## src/hdl/afc_pkg.sv

```systemverilog
// AFC controller shared widths, sequencer states and bundled signal types
`default_nettype none

package afc_pkg;

    // --------------------
    // widths and constants
    // --------------------
    localparam int BAND_W = 7;
    localparam int NCNT_W = 14;
    localparam int DIVR_W = 16;
    localparam int CNTT_W = 7;

    // search starts from the middle of the cap bank
    localparam logic [BAND_W-1:0] BAND_MID     = {1'b1, {(BAND_W-1){1'b0}}};
    localparam logic [NCNT_W-1:0] ERR_MAX      = '1;
    localparam logic [NCNT_W-1:0] FORCE_MINERR = 14'h1555;

    // --------------------
    // types
    // --------------------
    typedef enum logic [3:0] {
        idle,
        band_init,
        wait_vco_stable,
        cntr_reset,
        cntr_en_pre,
        cntr_en,
        cntr_en_post,
        cntr_datasyn,
        band_update,
        set_band_opt,
        wait_settle,
        cal_end
    } afc_state_e;

    // static register settings
    typedef struct packed {
        logic [DIVR_W-1:0] divr;
        logic [CNTT_W-1:0] cnt_time;
        logic [1:0]        vcostable_time;
        logic [BAND_W-1:0] force_band;
    } afc_cfg_t;

    // strobes to the external frequency counter
    typedef struct packed {
        logic cntr_rstn;
        logic cntr_en;
        logic cntr_datasyn;
    } afc_cntr_t;

    // sequencer to band search
    typedef struct packed {
        logic       init;
        logic       update;
        logic       set_opt;
        logic       done;
        logic [2:0] loop_idx;
    } afc_step_t;

endpackage

`default_nettype wire

```

## src/hdl/afc_ctrl_sync.sv

```systemverilog
// AFC control synchronizer: enable and forced-band sync, delayed start pulse
`timescale 1ns/1ps
`default_nettype none

module afc_ctrl_sync #(
    parameter int SYNC_STAGES = 2
) (
    input  wire  clk_gated,
    input  wire  rstn,
    input  wire  afc_en,
    input  wire  rg_forceband_en,
    output logic cal_start,
    output logic force_en
);

    // bit 0 carries afc_en, bit 1 carries rg_forceband_en
    logic [SYNC_STAGES-1:0][1:0] sync_q;
    logic                        en_sync;
    logic                        en_sync_d1;
    logic                        rise_q;
    logic                        rise_d1;
    logic                        rise_d2;

    assign en_sync  = sync_q[SYNC_STAGES-1][0];
    assign force_en = sync_q[SYNC_STAGES-1][1];

    always_ff @(posedge clk_gated or negedge rstn) begin
        if (!rstn) begin
            sync_q     <= '0;
            en_sync_d1 <= 1'b0;
            rise_q     <= 1'b0;
            rise_d1    <= 1'b0;
            rise_d2    <= 1'b0;
        end else begin
            sync_q[0] <= {rg_forceband_en, afc_en};
            for (int i = 1; i < SYNC_STAGES; i++) begin
                sync_q[i] <= sync_q[i-1];
            end
            en_sync_d1 <= en_sync;
            // registered rising edge of the synced enable
            rise_q     <= en_sync & ~en_sync_d1;
            // two more cycles so the config inputs have settled
            rise_d1    <= rise_q;
            rise_d2    <= rise_d1;
        end
    end

    // forced band suppresses any start
    assign cal_start = rise_d2 & ~force_en;

endmodule

`default_nettype wire

```

## src/hdl/afc_ntarget_calc.sv

```systemverilog
// AFC target count: serial shift-add of divider ratio times window length, rounded
`timescale 1ns/1ps
`default_nettype none

module afc_ntarget_calc (
    input  wire                       clk_gated,
    input  wire                       rstn,
    input  wire                       init,
    input  wire [afc_pkg::DIVR_W-1:0] divr,
    input  wire [afc_pkg::CNTT_W-1:0] cnt_time,
    output logic [afc_pkg::NCNT_W-1:0] ntarget
);

    import afc_pkg::*;

    localparam int ACC_W   = DIVR_W + CNTT_W;
    localparam int TOP_BIT = ACC_W - 2;

    logic [CNTT_W:0]   win_len;
    logic [ACC_W-1:0]  divr_ext;
    logic [ACC_W-1:0]  addend;
    logic [ACC_W-1:0]  acc;
    logic [ACC_W-1:0]  acc_sum;
    logic [2:0]        bit_idx;
    logic [2:0]        sel;
    logic              busy;
    logic [NCNT_W-1:0] rounded;

    // window is cnt_time+1 cycles long
    assign win_len  = {1'b0, cnt_time} + 1'b1;
    assign divr_ext = ACC_W'(divr);

    // init cycle already handles bit 0
    assign sel     = init ? 3'd0 : bit_idx;
    assign addend  = win_len[sel] ? (divr_ext << sel) : '0;
    assign acc_sum = (init ? '0 : acc) + addend;
    assign rounded = acc_sum[TOP_BIT -: NCNT_W] + NCNT_W'(acc_sum[TOP_BIT-NCNT_W]);

    always_ff @(posedge clk_gated or negedge rstn) begin
        if (!rstn) begin
            busy    <= 1'b0;
            bit_idx <= '0;
            ntarget <= '0;
        end else if (init) begin
            busy    <= 1'b1;
            bit_idx <= 3'd1;
        end else if (busy) begin
            if (bit_idx == 3'd7) begin
                busy    <= 1'b0;
                ntarget <= rounded;
            end else begin
                bit_idx <= bit_idx + 1'b1;
            end
        end
    end

    // partial sum
    always_ff @(posedge clk_gated) begin
        if (init || busy) begin
            acc <= acc_sum;
        end
    end

endmodule

`default_nettype wire

```

## src/hdl/afc_seq_fsm.sv

```systemverilog
// AFC sequencer: per-step timing, loop index and frequency counter strobes
`timescale 1ns/1ps
`default_nettype none

module afc_seq_fsm (
    input  wire                       clk_gated,
    input  wire                       rstn,
    input  wire                       cal_start,
    input  wire [1:0]                 vcostable_time,
    input  wire [afc_pkg::CNTT_W-1:0] cnt_time,
    output afc_pkg::afc_step_t        step,
    output afc_pkg::afc_cntr_t        cntr,
    output logic                      afc_openloop_en
);

    import afc_pkg::*;

    afc_state_e        state;
    afc_state_e        state_next;
    logic [CNTT_W-1:0] timer;
    logic [3:0]        stable_last;
    logic              stable_end;
    logic              window_end;
    logic              timed;
    logic [2:0]        loop_idx;
    logic              loop_last;

    // --------------------
    // timer compares
    // --------------------
    // 2, 4, 8 or 16 cycles of settling
    always_comb begin
        case (vcostable_time)
            2'd0:    stable_last = 4'd1;
            2'd1:    stable_last = 4'd3;
            2'd2:    stable_last = 4'd7;
            default: stable_last = 4'd15;
        endcase
    end

    assign stable_end = (timer == CNTT_W'(stable_last));
    assign window_end = (timer == cnt_time);
    assign loop_last  = (loop_idx == 3'd6);
    assign timed      = (state inside {wait_vco_stable, cntr_en, wait_settle});

    // --------------------
    // state machine
    // --------------------
    always_comb begin
        state_next = state;
        case (state)
            idle:            if (cal_start) state_next = band_init;
            band_init:       state_next = wait_vco_stable;
            wait_vco_stable: if (stable_end) state_next = cntr_reset;
            cntr_reset:      state_next = cntr_en_pre;
            cntr_en_pre:     state_next = cntr_en;
            cntr_en:         if (window_end) state_next = cntr_en_post;
            cntr_en_post:    state_next = cntr_datasyn;
            cntr_datasyn:    state_next = band_update;
            band_update:     state_next = loop_last ? set_band_opt : band_init;
            set_band_opt:    state_next = wait_settle;
            wait_settle:     if (stable_end) state_next = cal_end;
            cal_end:         state_next = idle;
            default:         state_next = idle;
        endcase
    end

    always_ff @(posedge clk_gated or negedge rstn) begin
        if (!rstn) begin
            state    <= idle;
            timer    <= '0;
            loop_idx <= '0;
        end else begin
            state <= state_next;
            // one timer shared by all timed states, restarted on any transition
            if (state_next != state) begin
                timer <= '0;
            end else if (timed) begin
                timer <= timer + 1'b1;
            end
            if (state == idle && cal_start) begin
                loop_idx <= '0;
            end else if (state == band_update) begin
                loop_idx <= loop_idx + 1'b1;
            end
        end
    end

    // --------------------
    // counter strobes
    // --------------------
    always_ff @(posedge clk_gated or negedge rstn) begin
        if (!rstn) begin
            cntr.cntr_rstn    <= 1'b1;
            cntr.cntr_en      <= 1'b0;
            cntr.cntr_datasyn <= 1'b0;
        end else begin
            // low for the cntr_reset cycle only
            cntr.cntr_rstn <= !(state == wait_vco_stable && stable_end);
            if (state == cntr_en_pre) begin
                cntr.cntr_en <= 1'b1;
            end else if (state == cntr_en && window_end) begin
                cntr.cntr_en <= 1'b0;
            end
            cntr.cntr_datasyn <= (state == cntr_en_post);
        end
    end

    // step controls to the band search
    assign step.init     = (state == band_init) && (loop_idx == '0);
    assign step.update   = (state == band_update);
    assign step.set_opt  = (state == set_band_opt);
    assign step.done     = (state == cal_end);
    assign step.loop_idx = loop_idx;

    assign afc_openloop_en = (state != idle);

endmodule

`default_nettype wire

```

## src/hdl/afc_band_search.sv

```systemverilog
// AFC band search: count error, binary band update, best-band tracking, results
`timescale 1ns/1ps
`default_nettype none

module afc_band_search (
    input  wire                        clk_gated,
    input  wire                        rstn,
    input  afc_pkg::afc_step_t         step,
    input  wire                        force_en,
    input  wire [afc_pkg::BAND_W-1:0]  force_band,
    input  wire [afc_pkg::NCNT_W-1:0]  ntarget,
    input  wire [afc_pkg::NCNT_W-1:0]  a2d_afc_ncntr,
    output logic [afc_pkg::BAND_W-1:0] afc_vco_capband,
    output logic [afc_pkg::NCNT_W-1:0] afc_minerr,
    output logic                       afc_finish
);

    import afc_pkg::*;

    logic [NCNT_W:0]   err_diff;
    logic              err_neg;
    logic [NCNT_W-1:0] err_abs;
    logic [NCNT_W-1:0] err_min;
    logic              err_better;
    logic [BAND_W-1:0] band_opt;
    logic [BAND_W-1:0] band_step;
    logic [2:0]        bit_pos;

    // --------------------
    // error
    // --------------------
    assign err_diff = {1'b0, a2d_afc_ncntr} - {1'b0, ntarget};
    assign err_neg  = err_diff[NCNT_W];

    // saturate the one magnitude that does not fit
    always_comb begin
        if (!err_neg) begin
            err_abs = err_diff[NCNT_W-1:0];
        end else if (err_diff[NCNT_W-1:0] == '0) begin
            err_abs = ERR_MAX;
        end else begin
            err_abs = ~err_diff[NCNT_W-1:0] + 1'b1;
        end
    end

    // strict compare, first band wins a tie
    assign err_better = (err_abs < err_min);

    // --------------------
    // binary step
    // --------------------
    assign bit_pos = 3'(BAND_W - 1) - step.loop_idx;

    // count too low means band too high, drop the bit under test
    always_comb begin
        band_step = afc_vco_capband;
        if (err_neg) begin
            band_step[bit_pos] = 1'b0;
        end
        if (bit_pos != '0) begin
            band_step[bit_pos - 1'b1] = 1'b1;
        end
    end

    // --------------------
    // band and minimum
    // --------------------
    always_ff @(posedge clk_gated or negedge rstn) begin
        if (!rstn) begin
            afc_vco_capband <= BAND_MID;
            band_opt        <= BAND_MID;
            err_min         <= ERR_MAX;
        end else if (force_en) begin
            afc_vco_capband <= force_band;
        end else if (step.init) begin
            afc_vco_capband <= BAND_MID;
            band_opt        <= BAND_MID;
            err_min         <= ERR_MAX;
        end else if (step.update) begin
            afc_vco_capband <= band_step;
            if (err_better) begin
                err_min  <= err_abs;
                band_opt <= afc_vco_capband;
            end
        end else if (step.set_opt) begin
            afc_vco_capband <= band_opt;
        end
    end

    // published results
    always_ff @(posedge clk_gated or negedge rstn) begin
        if (!rstn) begin
            afc_minerr <= '0;
            afc_finish <= 1'b0;
        end else if (force_en) begin
            afc_minerr <= FORCE_MINERR;
            afc_finish <= 1'b0;
        end else if (step.init) begin
            afc_finish <= 1'b0;
        end else if (step.done) begin
            afc_minerr <= err_min;
            afc_finish <= 1'b1;
        end
    end

endmodule

`default_nettype wire

```

## src/hdl/afc_top.sv

```systemverilog
// AFC controller top: sync, sequencer, target calculator and band search
`timescale 1ns/1ps
`default_nettype none

module afc_top #(
    parameter int SYNC_STAGES = 2
) (
    input  wire                        clk_gated,
    input  wire                        rstn,
    input  wire                        afc_en,
    input  wire                        rg_forceband_en,
    input  afc_pkg::afc_cfg_t          cfg,
    input  wire [afc_pkg::NCNT_W-1:0]  a2d_afc_ncntr,
    output afc_pkg::afc_cntr_t         cntr,
    output logic                       afc_openloop_en,
    output logic [afc_pkg::BAND_W-1:0] afc_vco_capband,
    output logic [afc_pkg::NCNT_W-1:0] afc_minerr,
    output logic                       afc_finish
);

    import afc_pkg::*;

    logic              cal_start;
    logic              force_en;
    afc_step_t         step;
    logic [NCNT_W-1:0] ntarget;

    // decode
    afc_ctrl_sync #(
        .SYNC_STAGES (SYNC_STAGES)
    ) u_ctrl_sync (
        .clk_gated       (clk_gated),
        .rstn            (rstn),
        .afc_en          (afc_en),
        .rg_forceband_en (rg_forceband_en),
        .cal_start       (cal_start),
        .force_en        (force_en)
    );

    // execute
    afc_seq_fsm u_seq_fsm (
        .clk_gated       (clk_gated),
        .rstn            (rstn),
        .cal_start       (cal_start),
        .vcostable_time  (cfg.vcostable_time),
        .cnt_time        (cfg.cnt_time),
        .step            (step),
        .cntr            (cntr),
        .afc_openloop_en (afc_openloop_en)
    );

    afc_ntarget_calc u_ntarget_calc (
        .clk_gated (clk_gated),
        .rstn      (rstn),
        .init      (step.init),
        .divr      (cfg.divr),
        .cnt_time  (cfg.cnt_time),
        .ntarget   (ntarget)
    );

    // result
    afc_band_search u_band_search (
        .clk_gated       (clk_gated),
        .rstn            (rstn),
        .step            (step),
        .force_en        (force_en),
        .force_band      (cfg.force_band),
        .ntarget         (ntarget),
        .a2d_afc_ncntr   (a2d_afc_ncntr),
        .afc_vco_capband (afc_vco_capband),
        .afc_minerr      (afc_minerr),
        .afc_finish      (afc_finish)
    );

endmodule

`default_nettype wire

```

## config.mk

```make
export PLATFORM = sky130hd
export DESIGN_NAME = afc_top
export DESIGN_NICKNAME = d
export VERILOG_FILES = /design/src/hdl/afc_pkg.sv /design/src/hdl/afc_ctrl_sync.sv /design/src/hdl/afc_ntarget_calc.sv /design/src/hdl/afc_seq_fsm.sv /design/src/hdl/afc_band_search.sv /design/src/hdl/afc_top.sv
export SDC_FILE = /design/constraint.sdc
export NUM_CORES = 1
export LEC_CHECK = 0
export ABC_CLOCK_PERIOD_IN_PS = 13200
export BUFFER_PORTS_ARGS = -buffer_cell sky130_fd_sc_hd__buf_2
export CAP_MARGIN = 25
export CORE_MARGIN = 4
export CORE_UTILIZATION = 60
export DETAILED_ROUTE_END_ITERATION = 8
export PLACE_DENSITY = 0.77
export RECOVER_POWER = 50
export SYNTH_ARGS = -nofsm -noshare
export SYNTH_HDL_FRONTEND = slang
export SYNTH_SLANG_ARGS = --single-unit
export TNS_END_PERCENT = 100
```

## constraint.sdc

```tcl
create_clock -name clk_gated -period 13.2 [get_ports clk_gated]
set_input_delay 3.96 -clock clk_gated [delete_from_list [all_inputs] [get_ports clk_gated]]
set_output_delay 3.96 -clock clk_gated [all_outputs]
set_load 0.01 [all_outputs]
```

# Word level (Yosys, flattened, before mapping)
# Index checks and enable logic that the tools add are counted.
# W data, S select, Z words.
# totals
regBits,109
inputBits,50
output_inout_bits,26
word_cells,143
# op_classes
add_sub_neg,10
order_cmp,6
eq_ne,20
shift,1
muxes,48
n_bitwise,9
reduce_logical,28
# ops
cell,n
$mux W14,8
$mux W7,11
$mux W23,2
$pmux W4 S11,1
$add A23 B23 Y23,1
$shl A16 B3 Y23,1
$mux W4,5
$mux W3,6
$eq A4 B3 Y1 const B,4
$eq A4 B4 Y1 const B,4
$sub A14 B14 Y15,1
$add A14 B1 Y14,1
$add A14 B1 Y14 const B,1
$logic_not A14 Y1,1
$lt A14 B14 Y1,1
$not A14 Y14,1
$reduce_bool A2 Y1,7
$lt A3 B4 Y1 const B,3
$pmux W4 S3,1
$mux W1,11
$reduce_bool A3 Y1,3
$add A7 B1 Y8 const B,1
$eq A4 B2 Y1 const B,2
$reduce_bool A4 Y1,2
other kinds (29),43

# Longest topological paths before layout
# Gate-level depths: netlist (run 1).
# depth
word_depth,13
ltp_mapped,25
mapped_depth_nobuf,25

# Cells and area by module
# Synthesis (run 1) repeated with hierarchy kept, for this count alone.
# hier_totals
hier_cells,1020
area_unflattened_um2,9039.9
# by_module_without_submodules
mod,n_inst,cells_per_inst,area_per_inst_um2,seq_area_each_um2
afc_ntarget_calc,1,473,4117.7,1111.1
afc_band_search,1,419,3555.9,1096.1
afc_seq_fsm,1,118,1138.6,426.7
afc_ctrl_sync,1,10,227.7,200.2

# Worst setup path before layout (run 1)
# No wires, ideal clock.
# synth_path
kind,input to register
from,input port a2d_afc_ncntr[0] (netlist name)
to,register u_band_search.band_opt[6]
setup_time_ns,0.077
t_arrival_ns,8.757
required_time_ns,13.123
slack_ns,4.366
stages,22
path_buffers,1
path_cell_list,inv_1 > ha_1 > inv_1 > fa_1 > a21oi_1 > nor2_1 > a2111oi_2 > xnor2_1 > or3_1 > or3_1 > or2_1 > and3_1 > a211oi_2 > ha_1 > a21o_1 > a21o_1 > a2111oi_0 > nor2b_1 > o21ai_0 > a41oi_1 > buf_2 > a2bb2oi_1
# synth_between
elab_chain_len,8
elab_cells_between_ends,9
classes_between,add/sub: 2; order compare: 1; mux: 2; bitwise: 1; reduce/logical: 3
# synth_rtl
item,line,text
from (decl),afc_top.sv:13,"input wire [afc_pkg::NCNT_W-1:0] a2d_afc_ncntr,"
$sub A14 B14 Y15 (*),afc_band_search.sv:32,"assign err_diff = {1'b0, a2d_afc_ncntr} - {1'b0, ntarget};"
$not A14 Y14,afc_band_search.sv:42,err_abs = ~err_diff[NCNT_W-1:0] + 1'b1;
$add A14 B1 Y14,afc_band_search.sv:42,
$mux W14,afc_band_search.sv:39,end else if (err_diff[NCNT_W-1:0] == '0) begin
$mux W14 (*),afc_band_search.sv:37,if (!err_neg) begin
$lt A14 B14 Y1 (*),afc_band_search.sv:47,assign err_better = (err_abs < err_min);
$reduce_bool A2 Y1 (no source line) (*),n/a,
$reduce_and A3 Y1 (no source line) (*),n/a,
to (signal assigned),afc_band_search.sv:83,band_opt <= afc_vco_capband;
to (decl),afc_band_search.sv:25,logic [BAND_W-1:0] band_opt;
# Mark *: on every way between the ends. The rest lies on a longest branch, timed or not.
# A chain may end at the register's enable or synchronous reset.

# Final worst setup path (run 1)
# layout_path
from,input port a2d_afc_ncntr[0] (netlist name)
to,register u_band_search.err_min[4]
# layout_between
elab_chain_len,8
elab_cells_between_ends,12
classes_between,add/sub: 2; order compare: 1; mux: 5; bitwise: 1; reduce/logical: 3
# layout_rtl
item,line,text
$sub A14 B14 Y15 (*),afc_band_search.sv:32,
$not A14 Y14,afc_band_search.sv:42,
$add A14 B1 Y14,afc_band_search.sv:42,
$mux W14,afc_band_search.sv:39,
$mux W14 (*),afc_band_search.sv:37,
$lt A14 B14 Y1 / $mux W14 (equally long branches),"afc_band_search.sv:47, afc_band_search.sv:81",
$reduce_bool A2 Y1 (no source line) / $mux W14 (equally long branches),n/a,
$reduce_and A3 Y1 (no source line) / $mux W14 (equally long branches),n/a,
to (signal assigned),afc_band_search.sv:82,err_min <= err_abs;
to (decl),afc_band_search.sv:23,logic [NCNT_W-1:0] err_min;
# Mark *: on every way between the ends. The rest lies on a longest branch, timed or not. The select of a mux whose other input is x is not followed.

==> results of run 1 <==
-- sequential cells by signal (all words and copies together) (netlist names), 2 cells and up --
register,flops
u_band_search.afc_minerr,14
u_seq_fsm.timer,7
u_ntarget_calc.bit_idx,3
u_band_search.afc_vco_capband,7
u_band_search.band_opt,7
u_seq_fsm.cntr,3
u_seq_fsm.state,4
u_ntarget_calc.acc,22
u_ntarget_calc.ntarget,14
u_ctrl_sync.sync_q,2
u_band_search.err_min,14
u_seq_fsm.loop_idx,3
-- Yosys cell counts, drive strengths merged (12+ instances only) --
master | number | area (um2)
nand2 | 105 | 396.6
nor2 | 70 | 262.8
dfrtp | 69 | 1727
a21oi | 68 | 340.3
o21ai | 64 | 324.1
ha | 59 | 738.2
inv | 54 | 202.7
xor2 | 34 | 297.8
clkbuf | 32 | 120.1
and2 | 31 | 198.9
nand3 | 31 | 155.2
mux2i | 28 | 280.3
edfxtp | 22 | 660.6
xnor2 | 22 | 200.2
nor3 | 20 | 100.1
dfstp | 17 | 446.7
o211ai | 16 | 120.1
nor2b | 14 | 95.09
a21o | 13 | 97.59
buf | 13 | 85.07
nand2b | 13 | 81.33
and3 | 12 | 75.07
nand4 | 12 | 81.33
o32a | 12 | 120.1
-- stage by stage --
step	setup slack (ns)	hold slack (ns)	instances	cell area, um2
after floorplan	4.366	0.3312	991	8605
after global placement	3.284	0.3335	1203	9027
after detailed placement	3.217	0.3364	1206	9067
after CTS	3.607	0.3536	1222	9388
after global routing	2.988	0.3618	1223	9365
final	3.533	0.3502	1223	9365
-- area by class of cell --
cell class | instances | area, um2 | share of cell area
Clock inverter | 6 | 81.33 | 0.008684
Clock buffer | 10 | 239.0 | 0.02552
Multi-Input combinational cell | 783 | 5369 | 0.5733
Inverter | 55 | 206.4 | 0.02204
Timing Repair Buffer | 81 | 410.4 | 0.04382
Sequential cell | 108 | 2834 | 0.3026
Tap cell | 180 | 225.2 | 0.02405
-- path summary, 6_finish.rpt --
check                                             startpoint                                      end  cells after the start
setup reg to reg           u_seq_fsm.loop_idx[0]$_DFFE_PN0P_   u_ntarget_calc.ntarget[12]$_DFFE_PN0P_                     19
min in group asynchronous                               rstn  u_band_search.afc_minerr[8]$_DFFE_PN0P_                      1
hold / removal               u_ctrl_sync.sync_q[0]$_DFF_PN0_            u_ctrl_sync.en_sync$_DFF_PN0_                      0
hold reg to reg              u_ctrl_sync.sync_q[0]$_DFF_PN0_            u_ctrl_sync.en_sync$_DFF_PN0_                      0
max in group asynchronous                               rstn           u_seq_fsm.timer[6]$_DFFE_PN0P_                      2
setup / recovery                            a2d_afc_ncntr[0]     u_band_search.err_min[4]$_DFFE_PN1P_                     23
-- placed cells by master (no fill, tap or decap), drive strengths merged, types with 7 or more instances in the layout --
cell type,n
dfstp,17
o21ai,64
nand2,105
or2,7
xor2,34
nor2b,14
edfxtp,22
a211oi,10
clkbuf,16
mux2i,28
a21o,13
and3,12
nor3,20
mux2,9
nand3,31
inv,56
dfrtp,69
buf,75
xnor2,22
o32a,12
o21a,9
a21oi,68
a22o,10
a31oi,10
ha,59
nor4,8
nand4,12
or3,9
nor2,70
nand2b,13
and2,31
o211ai,16
-- cell families (layout without fill, tap and decap cells) --
family	Yosys count	count (layout)	share of synthesized area
mux	37	37	0.04435
simple gates	354	354	0.2098
fa+ha+maj	61	61	0.09045
compound gates	275	275	0.2203
xor+xnor	56	56	0.05788
flops	108	108	0.3294
buf+inv	100	152	0.04784
-- layer usage --
metal | vias up | track usage | routed length, um
li1 | 3706 | - | -
met1 | 3530 | 0.3459 | 9370
met2 | 202 | 0.3872 | 9041
met3 | 30 | 0.04708 | 983
met4 | 0 | 0.06679 | 378
met5 | - | 0 | 0
-- worst max-delay path, stage by stage --
cell and delay, ns:
buf_2 0.10, inv_1 0.05, ha_1 0.18, inv_1 0.06, fa_1 0.41, a211oi_1 0.26
o21ai_1 0.11, a21oi_1 0.20, a21oi_1 0.15, a31oi_2 0.82, nand4_1 0.63, nand2_1 0.28
ha_1 0.28, a21o_1 0.16, a21o_1 0.17, a21oi_1 0.15, nor2_1 0.05, a2111oi_0 0.57
nor2b_1 0.23, o21ai_0 0.12, a41oi_1 0.59, buf_4 0.28, o32a_1 0.16
==> results.py, run 1 <==
metrics = {
    "clocking": {
        "clock_sinks": 108,
        "worstSkewPairLatency_ns": 0.37,
        "postCtsSetupBuffers": 0,
        "ctsResizeCount": 0,
        "cts_hold_buf": 0,
        "cts_buffers": 9,
        "cts_tree": "done",
        "cts_root_buffer": "clkbuf_16",
        "clk_pin_slew_ns": 0.08,
        "clockBufferDepth": 2,
        "h-tree-depth": 3,
    },
    "critical_path": {
        "cp_max_fo": 24,
        "start_kind": "primary input",
        "critical_path_class": "in2reg",
        "cp.arrival_ns": 9.98,
        "setup.worst_path.end_class": "flop",
        "rrSetupSlack_ns": 5.71,
        "required_ns": 13.51,
    },
    "sta": {
        "fin_crit_sh": 0.7323,
        "worst_pin_slew_ns": 3.678,
        "rsz0062_at_grt": "no",
        "final-setup-viol-count": 0,
        "fmax_mhz": 103.4,
        "fin_crit_ns": 9.667,
        "fin_worst_skew_ns": 0.01218,
        "fin_tns_setup_ns": 0,
        "hold_violations": 0,
        "maxSlewHeadroom": -1.452,
        "drv_slew": 71,
    },
    "die": {
        "fp-row-count": 43,
        "die_y_um": 127.8,
        "die_area_mm2": 0.01632,
        "ios": 76,
        "core_area_mm2": 0.01399,
        "fp.dieW_um": 127.8,
        "start_util": 0.6151,
    },
    "synthesis": {
        "syn_area_per_cell_um2": 8.683,
        "syn_area_mm2": 0.008605,
        "synth_seq_cells": 108,
        "synthArstFlopShare": 0.7963,
        "synth_ff_type": "dfrtp_1",
        "syn-num-nets": 1102,
        "yosys_warnings": 0,
        "ys_types": 93,
        "synth-edff-count": 22,
        "synth-seq-area-share": 0.3294,
        "syn_inst": 991,
    },
    "route": {
        "num_vias": 7468,
        "wl_per_cell_um": 16.17,
        "drtIter0Drc": 591,
        "drcViolationCount": 0,
        "routed_via_density": 6.106,
        "routed_wl_um": 19770,
        "postRouteAntennaNets": 0,
        "firstDrtPassIters": 5,
    },
    "placed_design": {
        "port_buffers": 75,
        "globalplace.congestion": 0.8917,
        "hpwlAfterDp_um": 14750,
    },
    "layout": {
        "syn_to_final_growth_pct": 8.841,
        "nets": 1149,
        "diodes": 0,
        "layout-drive-gt1-share": 0.1381,
        "fillers": 1161,
        "final_util": 0.6695,
    },
    "grt": {
        "grt_use_total": 0.2450,
        "grt_max_degree": 71,
        "overflow": 0,
        "grt_pass1_wl_um": 33130,
        "antenna_found_initial": 0,
        "grt_pass1_vias": 6935,
    },
    "status": {
        "violations": "capacitance limit, slew limit",
        "run_status": "finished with violations",
    },
    "flow_run": {
        "cap_viol_max_count": 1,
    },
    "worst_hold_path": {
        "hp-class": "reg2reg",
    },
}
Power of run 1 is left out: the tool's default activity adds up to more than one toggle a clock period on the data nets, which glitch-free logic cannot reach.
==> run 2, diff against run 1 <==
Settings changed: ABC_AREA from default to 1, ABC_CLOCK_PERIOD_IN_PS 13200 to 8100, CORE_UTILIZATION 60 to 55, PLACE_DENSITY 0.77 to 0.74.
Clock period 13.2 ns to 8.1 ns, I/O delays scaled along.
==> run 2 against run 1 <==
Compared with the run above:
- the run still ends with capacitance limit, slew limit left
- non-clock buffer count did not move
- design area up 0.79%
- die area increased by 8.5%
- sequential cell count unchanged
- critical path depth did not move
- final cell count up 22%
- core utilization is 5.1 points lower
- count of clock-buffer cells in the layout unchanged
- first-iteration DRC count shrank 0.34%
- synthesized area did not move
- largest cell class unchanged
==> results.py, run 2 <==
metrics = {
    "status": {
        "run_status": "finished with violations",
        "violations": "capacitance limit, slew limit",
    },
    "sta": {
        "maxSlewHeadroom": -1.476,
        "fin_crit_ns": 6.172,
        "fin_crit_sh": 0.7620,
        "fmax_mhz": 162.0,
        "rsz0062_at_grt": "no",
        "final-setup-viol-count": 0,
        "fin_tns_setup_ns": 0,
        "drv_slew": 72,
        "worst_pin_slew_ns": 3.714,
        "fin_worst_skew_ns": 0.01011,
        "holdWs_ns": 0.3555,
        "hold_violations": 0,
    },
    "critical_path": {
        "cp_max_fo": 20,
        "start_kind": "primary input",
        "required_ns": 8.33,
        "cp.arrival_ns": 6.40,
        "critical_path_class": "in2reg",
        "setup.worst_path.end_class": "flop",
    },
    "synthesis": {
        "synthTopCellsByCount": "nand2_1 (335), inv_1 (173), nand3_1 (96)",
        "synth_top_area_cell": "dfrtp_1",
        "syn_area_per_cell_um2": 7.070,
        "syn_inst": 1217,
        "synth_ff_type": "dfrtp_1",
        "syn-num-nets": 1328,
        "synthArstFlopShare": 0.7963,
        "yosys_warnings": 0,
        "synth_top_area_share": 0.2007,
        "syn_area_mm2": 0.008605,
        "synth-edff-count": 22,
        "synth-seq-area-share": 0.3294,
        "ys_types": 58,
        "synth_most_common_cell": "nand2_1",
        "synth_seq_cells": 108,
        "synthTopCellsByArea": "dfrtp_1 (20%), nand2_1 (15%), ha_1 (8.6%), edfxtp_1 (7.7%), inv_1 (7.5%)",
    },
    "layout": {
        "final_cell_mix": "nand2_1 (335), inv_1 (173), nor2_1 (95), nand3_1 (95), buf_2 (75)",
        "diodes": 0,
        "fillers": 1409,
        "syn_to_final_growth_pct": 9.699,
        "nets": 1391,
        "mostFrequentLayoutCell": "nand2_1",
        "largest_reg_flops": 22,
        "top_register": "u_ntarget_calc.acc",
        "layout-drive-gt1-share": 0.1237,
    },
    "die": {
        "die_area_mm2": 0.01771,
        "fp-row-count": 45,
        "core_area_mm2": 0.01526,
        "ios": 76,
        "start_util": 0.5639,
        "die_y_um": 133.1,
        "fp.dieW_um": 133.1,
    },
    "placed_design": {
        "hpwlAfterDp_um": 15540,
        "globalplace.congestion": 0.9532,
        "port_buffers": 75,
    },
    "route": {
        "routed_via_density": 5.287,
        "num_vias": 7909,
        "wl_per_cell_um": 13.42,
        "postRouteAntennaNets": 0,
        "drcViolationCount": 0,
        "drtIter0Drc": 589,
        "firstDrtPassIters": 5,
        "routed_wl_um": 20070,
    },
    "clocking": {
        "cts_tree": "done",
        "postCtsSetupBuffers": 0,
        "worstSkewPairLatency_ns": 0.36,
        "h-tree-depth": 3,
        "cts_buffers": 9,
        "clockBufferDepth": 2,
        "cts_hold_buf": 0,
        "cts_root_buffer": "clkbuf_16",
        "clk_pin_slew_ns": 0.08,
        "clock_sinks": 108,
        "ctsResizeCount": 0,
    },
    "grt": {
        "overflow": 0,
        "grt_max_degree": 72,
        "grt_pass1_wl_um": 33880,
        "grt_pass1_vias": 7152,
        "antenna_found_initial": 0,
        "grt_use_total": 0.2290,
    },
    "flow_run": {
        "cap_viol_max_count": 1,
    },
    "worst_hold_path": {
        "hp-class": "reg2reg",
    },
}
run 2: kinds of logic after synthesis:
group / count (synthesis) / share of synthesized area
flops: 108 / 0.3294
simple gates: 607 / 0.3062
buf+inv: 210 / 0.09583
mux: 6 / 0.006980
xor+xnor: 47 / 0.04871
fa+ha+maj: 61 / 0.09045
compound gates: 178 / 0.1224
run 2: area by class of cell:
class,count,area [um2],area share
Clock inverter,6,62.56,0.006628
Timing Repair Buffer,81,409.1,0.04335
Sequential cell,108,2834,0.3002
Tap cell,211,264.0,0.02797
Inverter,181,679.4,0.07198
Clock buffer,10,239.0,0.02532
Multi-Input combinational cell,899,4951,0.5245
run 2: final timing paths:
path                                                            to  slack (ns)                         startpoint  cells after the start
max                          u_ntarget_calc.ntarget[8]$_DFFE_PN0P_        1.93                             cfg[9]                     23
min in group asynchronous  u_band_search.afc_minerr[0]$_DFFE_PN0P_        2.14                               rstn                      1
max reg2reg                  u_ntarget_calc.ntarget[8]$_DFFE_PN0P_        1.94  u_seq_fsm.loop_idx[0]$_DFFE_PN0P_                     24
min                                 u_ctrl_sync.force_en$_DFF_PN0_        0.36    u_ctrl_sync.sync_q[1]$_DFF_PN0_                      0
min reg2reg                         u_ctrl_sync.force_en$_DFF_PN0_        0.36    u_ctrl_sync.sync_q[1]$_DFF_PN0_                      0
max in group asynchronous   u_ntarget_calc.ntarget[12]$_DFFE_PN0P_        1.94                               rstn                      2
run 2: metal layers:
| layer | vias to the layer above | global-route usage | part of all wire |
|---|---|---|---|
| li1 | 4118 | - | - |
| met1 | 3582 | 0.3345 | 0.50 |
| met2 | 188 | 0.3561 | 0.44 |
| met3 | 21 | 0.03726 | 0.050 |
| met4 | 0 | 0.05600 | 0.014 |
| met5 | - | 0 | 0 |
run 2: worst max-delay path: stages:
cell      delay [ns]
buf_2           0.12
ha_1            0.21
xor2_1          0.15
nand2_1         0.07
o211ai_1        0.13
o211ai_2        0.41
nor2_1          0.25
ha_1            0.20
inv_1           0.06
fa_1            0.40
inv_1           0.11
nand2_1         0.06
nand3_1         0.14
a21boi_2        0.11
xnor2_1         0.24
ha_1            0.22
ha_1            0.19
nand2_1         0.06
nor2_1          0.30
and2_1          0.22
nand3_1         0.10
o21ai_1         0.14
o22ai_1         0.08
run 2: metrics by stage:
stage	utilization	instance area, um2	std cells	worst slack, ns
6_report	0.6186	9439	1496	1.928
5_1_grt	0.6186	9439	1496	1.091
4_1_cts	0.6202	9463	1495	1.987
3_5_place_dp	0.6004	9161	1479	1.608
3_3_place_gp	0.5983	9129	1477	1.717
2_1_floorplan	-	8605	1217	2.198
Power of run 2 is left out for the same reason.
==> run 3, diff against run 2 <==
Settings changed: ABC_CLOCK_PERIOD_IN_PS 8100 to 6100, CORE_UTILIZATION 55 to 60, PLACE_DENSITY 0.74 to 0.77.
Clock period 8.1 ns to 6.1 ns, I/O delays scaled along.
==> run 3 against run 2 <==
Compared with the run above:
- the flow still finishes with violations (capacitance limit, slew limit)
- critical endpoint unchanged
- first-iteration DRC count is 7.8% lower
- count of clock-buffer cells in the layout decreased by 1
- critical path depth did not move
- non-clock buffer count up 1
- die area shrank 7.8%
==> results.py, run 3 (synthesis results as in run 2) <==
metrics = {
    "layout": {
        "syn_to_final_growth_pct": 10.02,
        "final_util": 0.6767,
        "mostFrequentLayoutCell": "nand2_1",
        "nets": 1392,
        "layout-drive-gt1-share": 0.1260,
        "largest_reg_flops": 22,
        "top_register": "u_ntarget_calc.acc",
        "fillers": 1283,
        "final_cell_mix": "nand2_1 (335), inv_1 (172), nor2_1 (95), nand3_1 (95), buf_2 (74)",
        "diodes": 0,
    },
    "route": {
        "num_vias": 7916,
        "wl_per_cell_um": 13.77,
        "firstDrtPassIters": 5,
        "routed_via_density": 5.400,
        "drcViolationCount": 0,
        "drtIter0Drc": 543,
        "routed_wl_um": 20190,
        "postRouteAntennaNets": 0,
    },
    "placed_design": {
        "port_buffers": 75,
        "hpwlAfterDp_um": 15490,
        "globalplace.congestion": 0.9644,
    },
    "critical_path": {
        "cpMaxStageDelayCell": "dfrtp_1",
        "start_kind": "flop",
        "critical_path_class": "reg2reg",
        "cpLargestDelayFamily": "simple AND/OR/NAND/NOR gates",
        "cp_num_buf_inv": 3,
        "cp_max_fo": 25,
        "cp_common_cell": "ha_1",
        "cp.arrival_ns": 5.78,
        "required_ns": 6.33,
        "critPathMaxStageDelay_ns": 0.46,
        "setup.worst_path.end_class": "flop",
        "path_cells": "clkinv_1, ha_1, nand3_2, nand2_4, clkinvlp_4, nand2_1, nand2_1, o211ai_2, buf_4, o22ai_1, ha_1, a21oi_1, nand3_1, a21boi_2, xnor2_1, ha_1, ha_1, nand2_1, nor2_1, and2_1, nand3_1, o21ai_1, o22ai_1",
    },
    "clocking": {
        "clk_pin_slew_ns": 0.07,
        "h-tree-depth": 3,
        "worstSkewPairLatency_ns": 0.36,
        "clock_sinks": 108,
        "cts_root_buffer": "clkbuf_16",
        "cts_hold_buf": 0,
        "clockBufferDepth": 2,
        "cts_tree": "done",
        "cts_buffers": 9,
    },
    "die": {
        "core_area_mm2": 0.01399,
        "fp-row-count": 43,
        "die_area_mm2": 0.01632,
        "start_util": 0.6151,
        "die_y_um": 127.8,
        "ios": 76,
        "fp.dieW_um": 127.8,
    },
    "sta": {
        "fin_worst_skew_ns": 0.01238,
        "fin_tns_setup_ns": 0,
        "fin_crit_ns": 5.557,
        "rsz0062_at_grt": "no",
        "maxSlewHeadroom": -0.1464,
        "fin_crit_sh": 0.9110,
        "final-setup-viol-count": 0,
        "drv_slew": 72,
        "hold_violations": 0,
        "worst_pin_slew_ns": 1.720,
        "fmax_mhz": 180.0,
    },
    "grt": {
        "antenna_found_initial": 0,
        "overflow": 0,
        "grt_pass1_vias": 7369,
        "grt_pass1_wl_um": 34220,
        "grt_max_degree": 72,
        "grt_use_total": 0.2533,
    },
    "flow_run": {
        "cap_viol_max_count": 1,
    },
    "worst_hold_path": {
        "hp-class": "reg2reg",
    },
    "status": {
        "violations": "capacitance limit, slew limit",
        "run_status": "finished with violations",
    },
}
[run 3: layer usage]
metal  track usage  vias to the layer above  wire length (um)
li1              -                     4115                 -
met1        0.3580                     3581              9695
met2        0.4085                      189              9256
met5             0                        -                 0
met4       0.05993                        0               290
met3       0.04250                       31               943
[run 3: final timing paths]
kind | start | endpoint | slack (ns) | cells past startpoint
min reg2reg | u_ctrl_sync.rise_q$_DFF_PN0_ | u_ctrl_sync.rise_d1$_DFF_PN0_ | 0.36 | 0
max in group asynchronous | rstn | u_ntarget_calc.ntarget[9]$_DFFE_PN0P_ | 2.36 | 2
min | u_ctrl_sync.rise_q$_DFF_PN0_ | u_ctrl_sync.rise_d1$_DFF_PN0_ | 0.36 | 0
max | u_seq_fsm.loop_idx[0]$_DFFE_PN0P_ | u_ntarget_calc.ntarget[8]$_DFFE_PN0P_ | 0.54 | 23
max reg2reg | u_seq_fsm.loop_idx[0]$_DFFE_PN0P_ | u_ntarget_calc.ntarget[8]$_DFFE_PN0P_ | 0.54 | 23
min in group asynchronous | rstn | u_band_search.afc_minerr[1]$_DFFE_PN0P_ | 1.54 | 1
[run 3: what timing repair did]
item                                   4_1_cts  5_1_grt
setup buffers                                0        0
endpoints found under the hold margin        0        0
setup endpoints to repair                    0        6
resized for setup                            0        2
[run 3: area by class of cell]
type,instances,area (um2),share of cell area
tap,180,225.2,0.02379
clock buffer,9,225.2,0.02379
inverter,181,683.2,0.07216
timing repair buffer,82,440.4,0.04652
clock inverter,7,102.6,0.01084
sequential,108,2834,0.2994
multi-input combinational,899,4956,0.5235
[run 3: stage by stage]
step	std cells	worst slack [ns]	hold WS (ns)	instance area, um2
after global placement	1448	0.4284	0.3385	9105
after CTS	1465	0.4560	0.3581	9438
after detailed placement	1449	0.3164	0.3418	9110
after floorplan	1217	0.7978	0.3312	8605
after global routing	1466	0.01101	0.3630	9467
final	1466	0.5430	0.3556	9467
Power of run 3 is left out for the same reason.
